[config.mk]
export PLATFORM = sky130hd
export DESIGN_NAME = ob_top
export DESIGN_NICKNAME = d
export VERILOG_FILES = /design/src/verilog/ob_pkg.sv /design/src/verilog/ob_cntrl_pkg.sv /design/src/verilog/ob_cntrl_if.sv /design/src/verilog/ob_decode.sv /design/src/verilog/ob_book_side.sv /design/src/verilog/ob_execute.sv /design/src/verilog/ob_result.sv /design/src/verilog/ob_top.sv
export VERILOG_INCLUDE_DIRS = /design/src /design/src/verilog
export SDC_FILE = /design/constraint.sdc
export NUM_CORES = 1
export LEC_CHECK = 0
export BUFFER_PORTS_ARGS = -buffer_cell sky130_fd_sc_hd__buf_4
export CAP_MARGIN = 20
export CORE_MARGIN = 3
export CORE_UTILIZATION = 40
export DETAILED_ROUTE_END_ITERATION = 8
export MAX_ROUTING_LAYER = met4
export PLACE_DENSITY_LB_ADDON = 0.08
export SYNTH_ARGS = -nofsm -noshare
export SYNTH_HDL_FRONTEND = slang
export SYNTH_HIERARCHICAL = 1
export SYNTH_SLANG_ARGS = --single-unit
export TNS_END_PERCENT = 30
[constraint.sdc]
create_clock -name clk -period 12.9 [get_ports clk]
set_clock_uncertainty 0.1 [all_clocks]
set_input_delay 1.29 -clock clk [delete_from_list [all_inputs] [get_ports clk]]
set_output_delay 1.29 -clock clk [all_outputs]
set_load 0.005 [all_outputs]
[src/verilog/ob_config.svh]
`ifndef OB_CONFIG_SVH
`define OB_CONFIG_SVH

// Order field widths
`define OB_PRICE_W 10
`define OB_QTY_W 8
`define OB_UID_W 8

// Command and response codes
`define OB_OPCODE_W 4
`define OB_STATUS_W 3

// Resting entries held per book side
`define OB_BOOK_DEPTH 4

`endif

[src/verilog/ob_pkg.sv]
`include "ob_config.svh"

package ob_pkg;

  // Order values
  typedef logic [`OB_PRICE_W-1:0] price_t;
  typedef logic [`OB_QTY_W-1:0] quantity_t;
  typedef logic [`OB_UID_W-1:0] uid_t;

  // Command and response codes
  typedef logic [`OB_OPCODE_W-1:0] opcode_t;
  typedef logic [`OB_STATUS_W-1:0] status_t;

  // Index into one side's entry table
  typedef logic [$clog2(`OB_BOOK_DEPTH)-1:0] slot_t;

  // Opcodes accepted on the command port
  localparam opcode_t OP_NOP = opcode_t'(0);
  localparam opcode_t OP_QRY_BID_ASK = opcode_t'(1);
  localparam opcode_t OP_BUY_LIMIT = opcode_t'(2);
  localparam opcode_t OP_SELL_LIMIT = opcode_t'(3);
  localparam opcode_t OP_POP_TOP_BID = opcode_t'(4);
  localparam opcode_t OP_POP_TOP_ASK = opcode_t'(5);
  localparam opcode_t OP_CANCEL = opcode_t'(6);

  // Response statuses
  localparam status_t S_OKAY = status_t'(0);
  localparam status_t S_BAD = status_t'(1);
  localparam status_t S_REJECT = status_t'(2);
  localparam status_t S_BAD_POP = status_t'(3);
  localparam status_t S_CANCEL_HIT = status_t'(4);
  localparam status_t S_CANCEL_MISS = status_t'(5);
  // Trade report, one per head match
  localparam status_t S_TRADE = status_t'(6);

endpackage

[src/verilog/ob_cntrl_pkg.sv]
package ob_cntrl_pkg;

  // Controller states
  typedef enum logic [1:0] {
    IDLE,
    // Register the head compare
    MATCH_QRY,
    // Trade on the registered compare, or finish
    MATCH_EXEC,
    // Collect the registered cancel hits
    CANCEL_RESP
  } cntrl_state_t;

  // Micro-operations from decode
  typedef enum logic [2:0] {
    OPK_NOP,
    OPK_SPREAD,
    OPK_INSERT_BID,
    OPK_INSERT_ASK,
    OPK_POP_BID,
    OPK_POP_ASK,
    OPK_CANCEL,
    OPK_BAD
  } op_kind_t;

  // Event kinds towards the response stage
  typedef enum logic [1:0] {
    EVK_STATUS,
    EVK_SPREAD,
    EVK_ENTRY,
    EVK_TRADE
  } evt_kind_t;

endpackage

[src/verilog/ob_cntrl_if.sv]
`timescale 1ns/1ps
`include "ob_config.svh"

// Micro-operation from decode to execute
interface ob_op_if import ob_cntrl_pkg::*; ();
  logic op_vld;
  op_kind_t op_kind;
  logic [`OB_UID_W-1:0] op_uid;
  logic [`OB_UID_W-1:0] op_uid1;
  logic [`OB_PRICE_W-1:0] op_price;
  logic [`OB_QTY_W-1:0] op_quantity;
  // Pulses when execute retires the operation
  logic op_done;

  modport decode (output op_vld, op_kind, op_uid, op_uid1, op_price, op_quantity,
                  input op_done);
  modport execute (input op_vld, op_kind, op_uid, op_uid1, op_price, op_quantity,
                   output op_done);
endinterface

// Single-cycle event from execute to result
interface ob_evt_if import ob_cntrl_pkg::*; ();
  logic evt_vld;
  evt_kind_t evt_kind;
  logic [`OB_STATUS_W-1:0] evt_status;
  logic [`OB_UID_W-1:0] evt_uid;
  logic [`OB_UID_W-1:0] evt_uid1;
  logic [`OB_PRICE_W-1:0] evt_price_bid;
  logic [`OB_PRICE_W-1:0] evt_price_ask;
  logic [`OB_QTY_W-1:0] evt_quantity;

  modport execute (output evt_vld, evt_kind, evt_status, evt_uid, evt_uid1,
                   evt_price_bid, evt_price_ask, evt_quantity);
  modport result (input evt_vld, evt_kind, evt_status, evt_uid, evt_uid1,
                  evt_price_bid, evt_price_ask, evt_quantity);
endinterface

[src/verilog/ob_decode.sv]
`timescale 1ns/1ps

module ob_decode import ob_pkg::*, ob_cntrl_pkg::*; (
  input  logic      clk,
  input  logic      rst_n,
  input  logic      cmd_vld,
  input  opcode_t   cmd_opcode,
  input  uid_t      cmd_uid,
  input  uid_t      cmd_uid1,
  input  price_t    cmd_price,
  input  quantity_t cmd_quantity,
  output logic      cmd_pop,
  ob_op_if.decode   op
);

  logic cmd_fetch;
  op_kind_t kind_w;

  // Take a command when the latch is free or frees this cycle
  assign cmd_fetch = cmd_vld & (~op.op_vld | op.op_done);
  assign cmd_pop = cmd_fetch;

  // Opcode to micro-operation
  always_comb begin
    case (cmd_opcode)
      OP_NOP:         kind_w = OPK_NOP;
      OP_QRY_BID_ASK: kind_w = OPK_SPREAD;
      OP_BUY_LIMIT:   kind_w = OPK_INSERT_BID;
      OP_SELL_LIMIT:  kind_w = OPK_INSERT_ASK;
      OP_POP_TOP_BID: kind_w = OPK_POP_BID;
      OP_POP_TOP_ASK: kind_w = OPK_POP_ASK;
      OP_CANCEL:      kind_w = OPK_CANCEL;
      // Unknown codes answer bad
      default:        kind_w = OPK_BAD;
    endcase
  end

  // Latch occupancy
  always_ff @(posedge clk) begin
    if (!rst_n) begin
      op.op_vld <= 1'b0;
    end else if (cmd_fetch) begin
      op.op_vld <= 1'b1;
    end else if (op.op_done) begin
      op.op_vld <= 1'b0;
    end
  end

  // Latched command fields
  always_ff @(posedge clk) begin
    if (cmd_fetch) begin
      op.op_kind <= kind_w;
      op.op_uid <= cmd_uid;
      op.op_uid1 <= cmd_uid1;
      op.op_price <= cmd_price;
      op.op_quantity <= cmd_quantity;
    end
  end

  // Execute retires only a pending operation
  property p_done_pending;
    @(posedge clk) disable iff (!rst_n)
    op.op_done |-> op.op_vld;
  endproperty

  a_done_pending: assert property (p_done_pending)
    else $error("op_done without a pending operation");

endmodule

[src/verilog/ob_book_side.sv]
`timescale 1ns/1ps
`include "ob_config.svh"

module ob_book_side import ob_pkg::*; #(
  parameter bit IS_ASK = 1'b0
) (
  input  logic      clk,
  input  logic      rst_n,
  input  logic      insert,
  input  uid_t      ins_uid,
  input  price_t    ins_price,
  input  quantity_t ins_quantity,
  input  logic      pop_head,
  input  logic      head_update,
  input  quantity_t head_quantity_new,
  input  logic      cancel,
  input  uid_t      cancel_uid,
  output logic      cancel_hit,
  output logic      full,
  output logic      head_vld,
  output uid_t      head_uid,
  output price_t    head_price,
  output quantity_t head_quantity
);

  localparam int DEPTH = `OB_BOOK_DEPTH;

  logic [DEPTH-1:0] vld_r;
  uid_t uid_r [DEPTH];
  price_t price_r [DEPTH];
  quantity_t qty_r [DEPTH];

  slot_t head_slot;
  slot_t free_slot;
  logic free_found;
  logic [DEPTH-1:0] cancel_match;

  // Best price wins; strict compare keeps the lowest slot on ties
  always_comb begin
    head_vld = 1'b0;
    head_slot = '0;
    for (int i = 0; i < DEPTH; i++) begin
      if (vld_r[i]) begin
        if (!head_vld) begin
          head_vld = 1'b1;
          head_slot = slot_t'(i);
        end else if (IS_ASK ? (price_r[i] < price_r[head_slot])
                            : (price_r[i] > price_r[head_slot])) begin
          head_slot = slot_t'(i);
        end
      end
    end
  end

  // Lowest free slot takes the next insert
  always_comb begin
    free_found = 1'b0;
    free_slot = '0;
    for (int i = 0; i < DEPTH; i++) begin
      if (!vld_r[i] && !free_found) begin
        free_found = 1'b1;
        free_slot = slot_t'(i);
      end
    end
  end

  assign full = ~free_found;

  always_comb begin
    for (int i = 0; i < DEPTH; i++) begin
      cancel_match[i] = vld_r[i] & (uid_r[i] == cancel_uid);
    end
  end

  // Empty side reads as all zero
  assign head_uid = head_vld ? uid_r[head_slot] : '0;
  assign head_price = head_vld ? price_r[head_slot] : '0;
  assign head_quantity = head_vld ? qty_r[head_slot] : '0;

  // Slot occupancy and the registered cancel result
  always_ff @(posedge clk) begin
    if (!rst_n) begin
      vld_r <= '0;
      cancel_hit <= 1'b0;
    end else begin
      if (insert) vld_r[free_slot] <= 1'b1;
      if (pop_head) vld_r[head_slot] <= 1'b0;
      if (cancel) begin
        vld_r <= vld_r & ~cancel_match;
        cancel_hit <= |cancel_match;
      end
    end
  end

  // Entry payload
  always_ff @(posedge clk) begin
    if (insert) begin
      uid_r[free_slot] <= ins_uid;
      price_r[free_slot] <= ins_price;
      qty_r[free_slot] <= ins_quantity;
    end
    if (head_update) qty_r[head_slot] <= head_quantity_new;
  end

  // Controller checks for room before inserting
  a_no_insert_full: assert property (
    @(posedge clk) disable iff (!rst_n) insert |-> !full)
    else $error("insert into a full book side");

endmodule

[src/verilog/ob_execute.sv]
`timescale 1ns/1ps

module ob_execute import ob_pkg::*, ob_cntrl_pkg::*; (
  input  logic     clk,
  input  logic     rst_n,
  input  logic     rsp_full,
  ob_op_if.execute op,
  ob_evt_if.execute evt
);

  cntrl_state_t state_r, state_w;
  logic bid_insert, ask_insert, bid_pop, ask_pop, bid_update, ask_update;
  logic book_cancel, bid_cancel_hit, ask_cancel_hit, bid_full, ask_full;
  logic bid_head_vld, ask_head_vld, ins_ask, side_full, cross_r;
  uid_t bid_head_uid, ask_head_uid;
  price_t bid_head_price, ask_head_price;
  quantity_t bid_head_qty, ask_head_qty, bid_left, ask_left, trade_qty_r;

  ob_book_side #(.IS_ASK(1'b0)) u_bid (
    .clk(clk), .rst_n(rst_n),
    .insert(bid_insert), .ins_uid(op.op_uid), .ins_price(op.op_price),
    .ins_quantity(op.op_quantity), .pop_head(bid_pop),
    .head_update(bid_update), .head_quantity_new(bid_left),
    .cancel(book_cancel), .cancel_uid(op.op_uid1), .cancel_hit(bid_cancel_hit),
    .full(bid_full), .head_vld(bid_head_vld), .head_uid(bid_head_uid),
    .head_price(bid_head_price), .head_quantity(bid_head_qty)
  );

  ob_book_side #(.IS_ASK(1'b1)) u_ask (
    .clk(clk), .rst_n(rst_n),
    .insert(ask_insert), .ins_uid(op.op_uid), .ins_price(op.op_price),
    .ins_quantity(op.op_quantity), .pop_head(ask_pop),
    .head_update(ask_update), .head_quantity_new(ask_left),
    .cancel(book_cancel), .cancel_uid(op.op_uid1), .cancel_hit(ask_cancel_hit),
    .full(ask_full), .head_vld(ask_head_vld), .head_uid(ask_head_uid),
    .head_price(ask_head_price), .head_quantity(ask_head_qty)
  );

  assign ins_ask = (op.op_kind == OPK_INSERT_ASK);
  assign side_full = ins_ask ? ask_full : bid_full;
  // Head remainders after the registered trade
  assign bid_left = bid_head_qty - trade_qty_r;
  assign ask_left = ask_head_qty - trade_qty_r;

  always_ff @(posedge clk) begin
    if (!rst_n) begin
      state_r <= IDLE;
      cross_r <= 1'b0;
    end else begin
      state_r <= state_w;
      if (state_r == MATCH_QRY) begin
        cross_r <= bid_head_vld & ask_head_vld & (bid_head_price >= ask_head_price);
      end
    end
  end

  // Trade size is the smaller head
  always_ff @(posedge clk) begin
    if (state_r == MATCH_QRY) begin
      trade_qty_r <= (bid_head_qty < ask_head_qty) ? bid_head_qty : ask_head_qty;
    end
  end

  always_comb begin
    state_w = state_r;
    op.op_done = 1'b0;
    {bid_insert, ask_insert, bid_pop, ask_pop} = '0;
    {bid_update, ask_update, book_cancel} = '0;
    evt.evt_vld = 1'b0;
    evt.evt_kind = EVK_STATUS;
    evt.evt_status = S_OKAY;
    evt.evt_uid = op.op_uid;
    evt.evt_uid1 = '0;
    evt.evt_price_bid = bid_head_price;
    evt.evt_price_ask = ask_head_price;
    evt.evt_quantity = '0;
    // Nothing moves while the response port is full
    if (!rsp_full) begin
      case (state_r)
        IDLE: if (op.op_vld) begin
          case (op.op_kind)
            OPK_SPREAD: begin
              evt.evt_vld = 1'b1;
              op.op_done = 1'b1;
              evt.evt_kind = EVK_SPREAD;
              evt.evt_status = (bid_head_vld && ask_head_vld) ? S_OKAY : S_BAD;
            end
            OPK_INSERT_BID, OPK_INSERT_ASK: begin
              evt.evt_vld = 1'b1;
              if (side_full) begin
                evt.evt_status = S_REJECT;
                op.op_done = 1'b1;
              end else begin
                bid_insert = ~ins_ask;
                ask_insert = ins_ask;
                state_w = MATCH_QRY;
              end
            end
            OPK_POP_BID: begin
              evt.evt_vld = 1'b1;
              op.op_done = 1'b1;
              evt.evt_kind = EVK_ENTRY;
              evt.evt_status = bid_head_vld ? S_OKAY : S_BAD_POP;
              evt.evt_uid1 = bid_head_uid;
              evt.evt_price_ask = '0;
              evt.evt_quantity = bid_head_qty;
              bid_pop = bid_head_vld;
            end
            OPK_POP_ASK: begin
              evt.evt_vld = 1'b1;
              op.op_done = 1'b1;
              evt.evt_kind = EVK_ENTRY;
              evt.evt_status = ask_head_vld ? S_OKAY : S_BAD_POP;
              evt.evt_uid1 = ask_head_uid;
              evt.evt_price_bid = '0;
              evt.evt_quantity = ask_head_qty;
              ask_pop = ask_head_vld;
            end
            // Search both sides, answer next cycle
            OPK_CANCEL: begin
              book_cancel = 1'b1;
              state_w = CANCEL_RESP;
            end
            default: begin
              evt.evt_vld = 1'b1;
              op.op_done = 1'b1;
              evt.evt_status = (op.op_kind == OPK_BAD) ? S_BAD : S_OKAY;
            end
          endcase
        end
        CANCEL_RESP: begin
          evt.evt_vld = 1'b1;
          op.op_done = 1'b1;
          evt.evt_status = (bid_cancel_hit || ask_cancel_hit) ? S_CANCEL_HIT : S_CANCEL_MISS;
          state_w = IDLE;
        end
        MATCH_QRY: state_w = MATCH_EXEC;
        default: begin
          if (cross_r) begin
            // Trade at the ask price, bid uid first
            evt.evt_vld = 1'b1;
            evt.evt_kind = EVK_TRADE;
            evt.evt_status = S_TRADE;
            evt.evt_uid = bid_head_uid;
            evt.evt_uid1 = ask_head_uid;
            evt.evt_quantity = trade_qty_r;
            bid_pop = (bid_left == '0);
            ask_pop = (ask_left == '0);
            bid_update = ~bid_pop;
            ask_update = ~ask_pop;
            state_w = MATCH_QRY;
          end else begin
            op.op_done = 1'b1;
            state_w = IDLE;
          end
        end
      endcase
    end
  end

endmodule

[src/verilog/ob_result.sv]
`timescale 1ns/1ps

module ob_result import ob_pkg::*, ob_cntrl_pkg::*; (
  input  logic      clk,
  input  logic      rst_n,
  ob_evt_if.result  evt,
  output logic      rsp_vld,
  output uid_t      rsp_uid,
  output uid_t      rsp_uid1,
  output status_t   rsp_status,
  output price_t    rsp_bid_price,
  output price_t    rsp_ask_price,
  output quantity_t rsp_quantity
);

  // Response strobe, one cycle behind the event
  always_ff @(posedge clk) begin
    if (!rst_n) begin
      rsp_vld <= 1'b0;
    end else begin
      rsp_vld <= evt.evt_vld;
    end
  end

  // Response payload, unused fields zeroed per kind
  always_ff @(posedge clk) begin
    if (evt.evt_vld) begin
      rsp_uid <= evt.evt_uid;
      rsp_status <= evt.evt_status;
      rsp_uid1 <= '0;
      rsp_bid_price <= '0;
      rsp_ask_price <= '0;
      rsp_quantity <= '0;
      case (evt.evt_kind)
        EVK_SPREAD: begin
          rsp_bid_price <= evt.evt_price_bid;
          rsp_ask_price <= evt.evt_price_ask;
        end
        // Other side's price already zero
        EVK_ENTRY: begin
          rsp_uid1 <= evt.evt_uid1;
          rsp_bid_price <= evt.evt_price_bid;
          rsp_ask_price <= evt.evt_price_ask;
          rsp_quantity <= evt.evt_quantity;
        end
        // Both sides trade at the ask price
        EVK_TRADE: begin
          rsp_uid1 <= evt.evt_uid1;
          rsp_bid_price <= evt.evt_price_ask;
          rsp_ask_price <= evt.evt_price_ask;
          rsp_quantity <= evt.evt_quantity;
        end
        default: begin
        end
      endcase
    end
  end

  a_status_known: assert property (
    @(posedge clk) disable iff (!rst_n) rsp_vld |-> !$isunknown(rsp_status))
    else $error("rsp_status unknown on rsp_vld");

endmodule

[src/verilog/ob_top.sv]
`timescale 1ns/1ps

module ob_top import ob_pkg::*; (
  input  logic      clk,
  input  logic      rst_n,
  // Command port
  input  logic      cmd_vld,
  input  opcode_t   cmd_opcode,
  input  uid_t      cmd_uid,
  input  uid_t      cmd_uid1,
  input  price_t    cmd_price,
  input  quantity_t cmd_quantity,
  output logic      cmd_pop,
  // Response port
  input  logic      rsp_full,
  output logic      rsp_vld,
  output uid_t      rsp_uid,
  output uid_t      rsp_uid1,
  output status_t   rsp_status,
  output price_t    rsp_bid_price,
  output price_t    rsp_ask_price,
  output quantity_t rsp_quantity
);

  ob_op_if u_op_if ();
  ob_evt_if u_evt_if ();

  // Command latch and opcode mapping
  ob_decode u_decode (
    .clk(clk),
    .rst_n(rst_n),
    .cmd_vld(cmd_vld),
    .cmd_opcode(cmd_opcode),
    .cmd_uid(cmd_uid),
    .cmd_uid1(cmd_uid1),
    .cmd_price(cmd_price),
    .cmd_quantity(cmd_quantity),
    .cmd_pop(cmd_pop),
    .op(u_op_if.decode)
  );

  // Books and controller
  ob_execute u_execute (
    .clk(clk),
    .rst_n(rst_n),
    .rsp_full(rsp_full),
    .op(u_op_if.execute),
    .evt(u_evt_if.execute)
  );

  ob_result u_result (
    .clk(clk),
    .rst_n(rst_n),
    .evt(u_evt_if.result),
    .rsp_vld(rsp_vld),
    .rsp_uid(rsp_uid),
    .rsp_uid1(rsp_uid1),
    .rsp_status(rsp_status),
    .rsp_bid_price(rsp_bid_price),
    .rsp_ask_price(rsp_ask_price),
    .rsp_quantity(rsp_quantity)
  );

endmodule

==> flow_metrics.env <==
export IMPL_post_place_cells=2231
export IMPL_critical_path_max_fanout=37
export IMPL_p_sw_mw=0.542
export IMPL_async_reset_ff_frac=0
export IMPL_synth_nets=1729
export IMPL_vdd_drop_max_v=0.0000853
export IMPL_path_clk_slew_ns=0.06
export IMPL_gp_congestion=0.900
export IMPL_grt_pass1_wl_um=81300
export IMPL_drive_gt1_frac=0.181
export IMPL_finalSetupViolCount=0
export IMPL_synth_ff_type="edfxtp_1"
export IMPL_synth_seq_cells=315
export IMPL_final_antenna_net_count=0
export IMPL_critPathMostFrequentCell="a21oi_1"
export IMPL_grt_ovfl_total=0
export IMPL_required_ns=13.11
export IMPL_antenna_found_initial=1
export IMPL_syn_area_per_cell_um2=11.2
export IMPL_nFillCells=4028
export IMPL_met3_usage=0.0307
export IMPL_p_clk_frac=0.446
export IMPL_swShare=0.229
export IMPL_finalCritPeriodShare=0.828
export IMPL_vias=13400
export IMPL_yosysSeqAreaShare=0.520
export IMPL_htreeDepth=2
export IMPL_yosysWarnings=6
export IMPL_top_level_ports=91
export IMPL_ctsHoldBuffers=0
export IMPL_synth_distinct_cells=82
export IMPL_root_buffer="clkbuf_16"
export IMPL_period_needed_ns=10.68
export IMPL_powerDensity_nw_per_um2=115
export IMPL_stdcell_count=2298
export IMPL_postSynthCellCount=1594
export IMPL_start_util=0.410
export IMPL_pwr_share_seq=0.492
export IMPL_numCtsBuffers=37
export IMPL_fin_nets=1821
export IMPL_cap_violations=0
export IMPL_holdWs_ns=0.447
export IMPL_die_area_um2=47300
export IMPL_comb_power_share=0.062
export IMPL_hold_violations=0
export IMPL_drt_total_wl_um=54300
export IMPL_final_util=0.470
export IMPL_slowest_delay_ns=0.76
export IMPL_dp_final_hpwl_um=38700
export IMPL_grt_pass1_vias=12900
export IMPL_met1_usage=0.354
export IMPL_ctsResizeCount=0
export IMPL_use_met2=0.323
export IMPL_io_buffers=90
export IMPL_cts_tree="done"
export IMPL_clock_latency_ns=0.57
export IMPL_worstPathArrival_ns=10.89
export IMPL_row_count=76
export IMPL_grt_use_total=0.233
export IMPL_tightest_slew_ns=1.06
export IMPL_firstDrtPassIters=5
export IMPL_rsz0062_at_grt="no"
export IMPL_p_int_mw=1.83
export IMPL_crit_type="flop to flop"
export IMPL_critical_path_startpoint_type="flop"
export IMPL_via_per_inst=5.82
export IMPL_fp_dieW_um=217
export IMPL_fmax_mhz=93.6
export IMPL_post_cts_buffers=0
export IMPL_remaining_drc_errors=0
export IMPL_yosysTopAreaCellShare=0.504
export IMPL_outcome="completed"
export IMPL_syn_to_final_growth_pct=14.8
export IMPL_slew_limit_headroom=0.283
export IMPL_synth_area_um2=17900
export IMPL_setup_slack_ns=2.22
export IMPL_cts_buffer_depth=3
export IMPL_min_path_type="flop to flop"
export IMPL_core_area_um2=43600
export IMPL_synthTopCellsByArea="edfxtp_1 (50%), ha_1 (6.4%), mux2_2 (4.2%)"
export IMPL_multi_input_area_um2=8000
export IMPL_seqCellArea_um2=9310
export IMPL_grt_max_degree=49
export IMPL_setup_tns_ns=0
export IMPL_synth_top_cell_by_area="edfxtp_1"
export IMPL_synth_edf_count=300
export IMPL_wl_per_cell_um=23.6
export IMPL_drv_slew=0
export IMPL_power_leakage_nw=7.27
export IMPL_cts_sinks=315
export IMPL_die_y_um=217
export IMPL_endpoint_kind="flop"
export IMPL_busiest_layer="met1"
export IMPL_pre_cts_slack_ns=2.36
export IMPL_critPathSlowestCell="or2_2"
export IMPL_drtIter0Drc=1312
==> synth_stat cells (all sizes together), types with 4 or more instances <==
cell	instances
o311ai	9
xnor2	46
a211oi	27
a22oi	13
nor3	27
a31o	4
nor2	121
a21boi	5
dfxtp	15
or4	4
ha	91
o31ai	12
o21ai	73
a21o	7
clkbuf	50
or2	15
o21a	8
inv	87
edfxtp	300
a21oi	65
nand4	38
xor2	27
mux2	70
o2111ai	18
nand3	80
buf	24
nand2	108
o221a	10
mux2i	14
and2	12
o211ai	34
nor2b	34
a22o	9
a311oi	5
nor4	10
o22ai	11
a31oi	22
a211o	9
a2bb2oi	16
and3	7
nand2b	17
==> sequential cells by signal, summed over array words and instances, names as in the netlist, 10 cells and up <==
signal	cells
u_execute/u_bid/price_r	40
u_execute/u_ask/qty_r	32
u_execute/u_ask/uid_r	32
u_result/rsp_ask_price	10
u_decode/op.op_price	10
u_result/rsp_bid_price	10
u_execute/u_bid/qty_r	32
u_execute/u_bid/uid_r	32
u_execute/u_ask/price_r	40
==> worst paths after layout <==
check                                                               end  depth (start not counted)  slack [ns]                               startpoint
worst max-delay path              u_execute/u_ask/qty_r[3][2]$_DFFE_PP_                         36        2.22  u_execute/u_ask/price_r[1][3]$_DFFE_PP_
worst min-delay path            u_execute/u_ask/cancel_hit$_SDFFE_PN0P_                          2        0.45  u_execute/u_ask/cancel_hit$_SDFFE_PN0P_
worst max register to register    u_execute/u_ask/qty_r[3][2]$_DFFE_PP_                         36        2.22  u_execute/u_ask/price_r[1][3]$_DFFE_PP_
worst min register to register  u_execute/u_ask/cancel_hit$_SDFFE_PN0P_                          2        0.45  u_execute/u_ask/cancel_hit$_SDFFE_PN0P_
==> worst max-delay path: cells and delay by family (launching register included) <==
family	cells	cell delay, ns
buffers and inverters	4	0.93
adders and majority gates	5	1.63
xor gates and xnor gates	1	0.15
and+or+nand+nor	13	4.17
muxes	1	0.40
DFF	1	0.45
AOI/OAI and AO/OA	12	2.53
==> cells in the final DEF (no fill, tap or decap), types with 17 or more instances in the layout <==
cell       synthesis  layout
o2111ai_1         18      18
o21ai_0           68      68
nor3_1            27      23
nand4_1           38      38
nor2_1           120     120
edfxtp_1         300     300
buf_4              2     124
nand3_1           77      77
xnor2_1           46      46
a211oi_1          22      22
nand2_1          108     108
a31oi_1           22      22
inv_1             87      87
xor2_1            27      27
o211ai_1          32      32
clkbuf_16          0      37
mux2_2            67      67
ha_1              91      91
a21oi_1           64      63
nor2b_1           28      27
nand2b_1          17      17
==> through the flow <==
step           power, mW  instance area, um2
4_1_cts             2.39               20500
3_5_place_dp        1.33               19300
6_report            2.37               20500
3_3_place_gp        1.33               19300
5_1_grt             2.45               20500
2_1_floorplan       1.26               17900
==> cell type report <==
type                       count  area share
clock inverter                23      0.0124
tap                          585      0.0357
multi-input combinational   1118       0.390
timing repair buffer         127      0.0468
sequential                   315       0.453
antenna                        1    0.000122
clock buffer                  42      0.0460
inverter                      87      0.0159
==> power by group through the flow <==
stage | Combinational (mW) | Clock (mW) | Sequential (mW)
6_report | 0.146 | 1.06 | 1.17
5_1_grt | 0.159 | 1.13 | 1.17
4_1_cts | 0.146 | 1.08 | 1.16
3_5_place_dp | 0.145 | 0 | 1.19
3_3_place_gp | 0.145 | 0 | 1.19
2_1_floorplan | 0.0886 | 0 | 1.17
==> logic make-up (layout without fill, tap and decap cells) <==
kind of cell / Yosys count / count (layout) / synth area share
muxes: 84 / 84 / 0.0519
xor gates and xnor gates: 73 / 73 / 0.0357
and+or+nand+nor: 484 / 484 / 0.134
adders and majority gates: 93 / 93 / 0.0659
DFF: 315 / 315 / 0.520
AOI/OAI and AO/OA: 384 / 384 / 0.156
buffers and inverters: 161 / 279 / 0.0363
other: 0 / 1 / 0
==> layer usage <==
metal / vias up / wire, um
met5: - / 0
met4: 0 / 1290
met3: 82 / 3650
met2: 536 / 22900
met1: 6512 / 26500
li1: 6249 / -
Note: power is estimated with default switching activity, not from simulation.
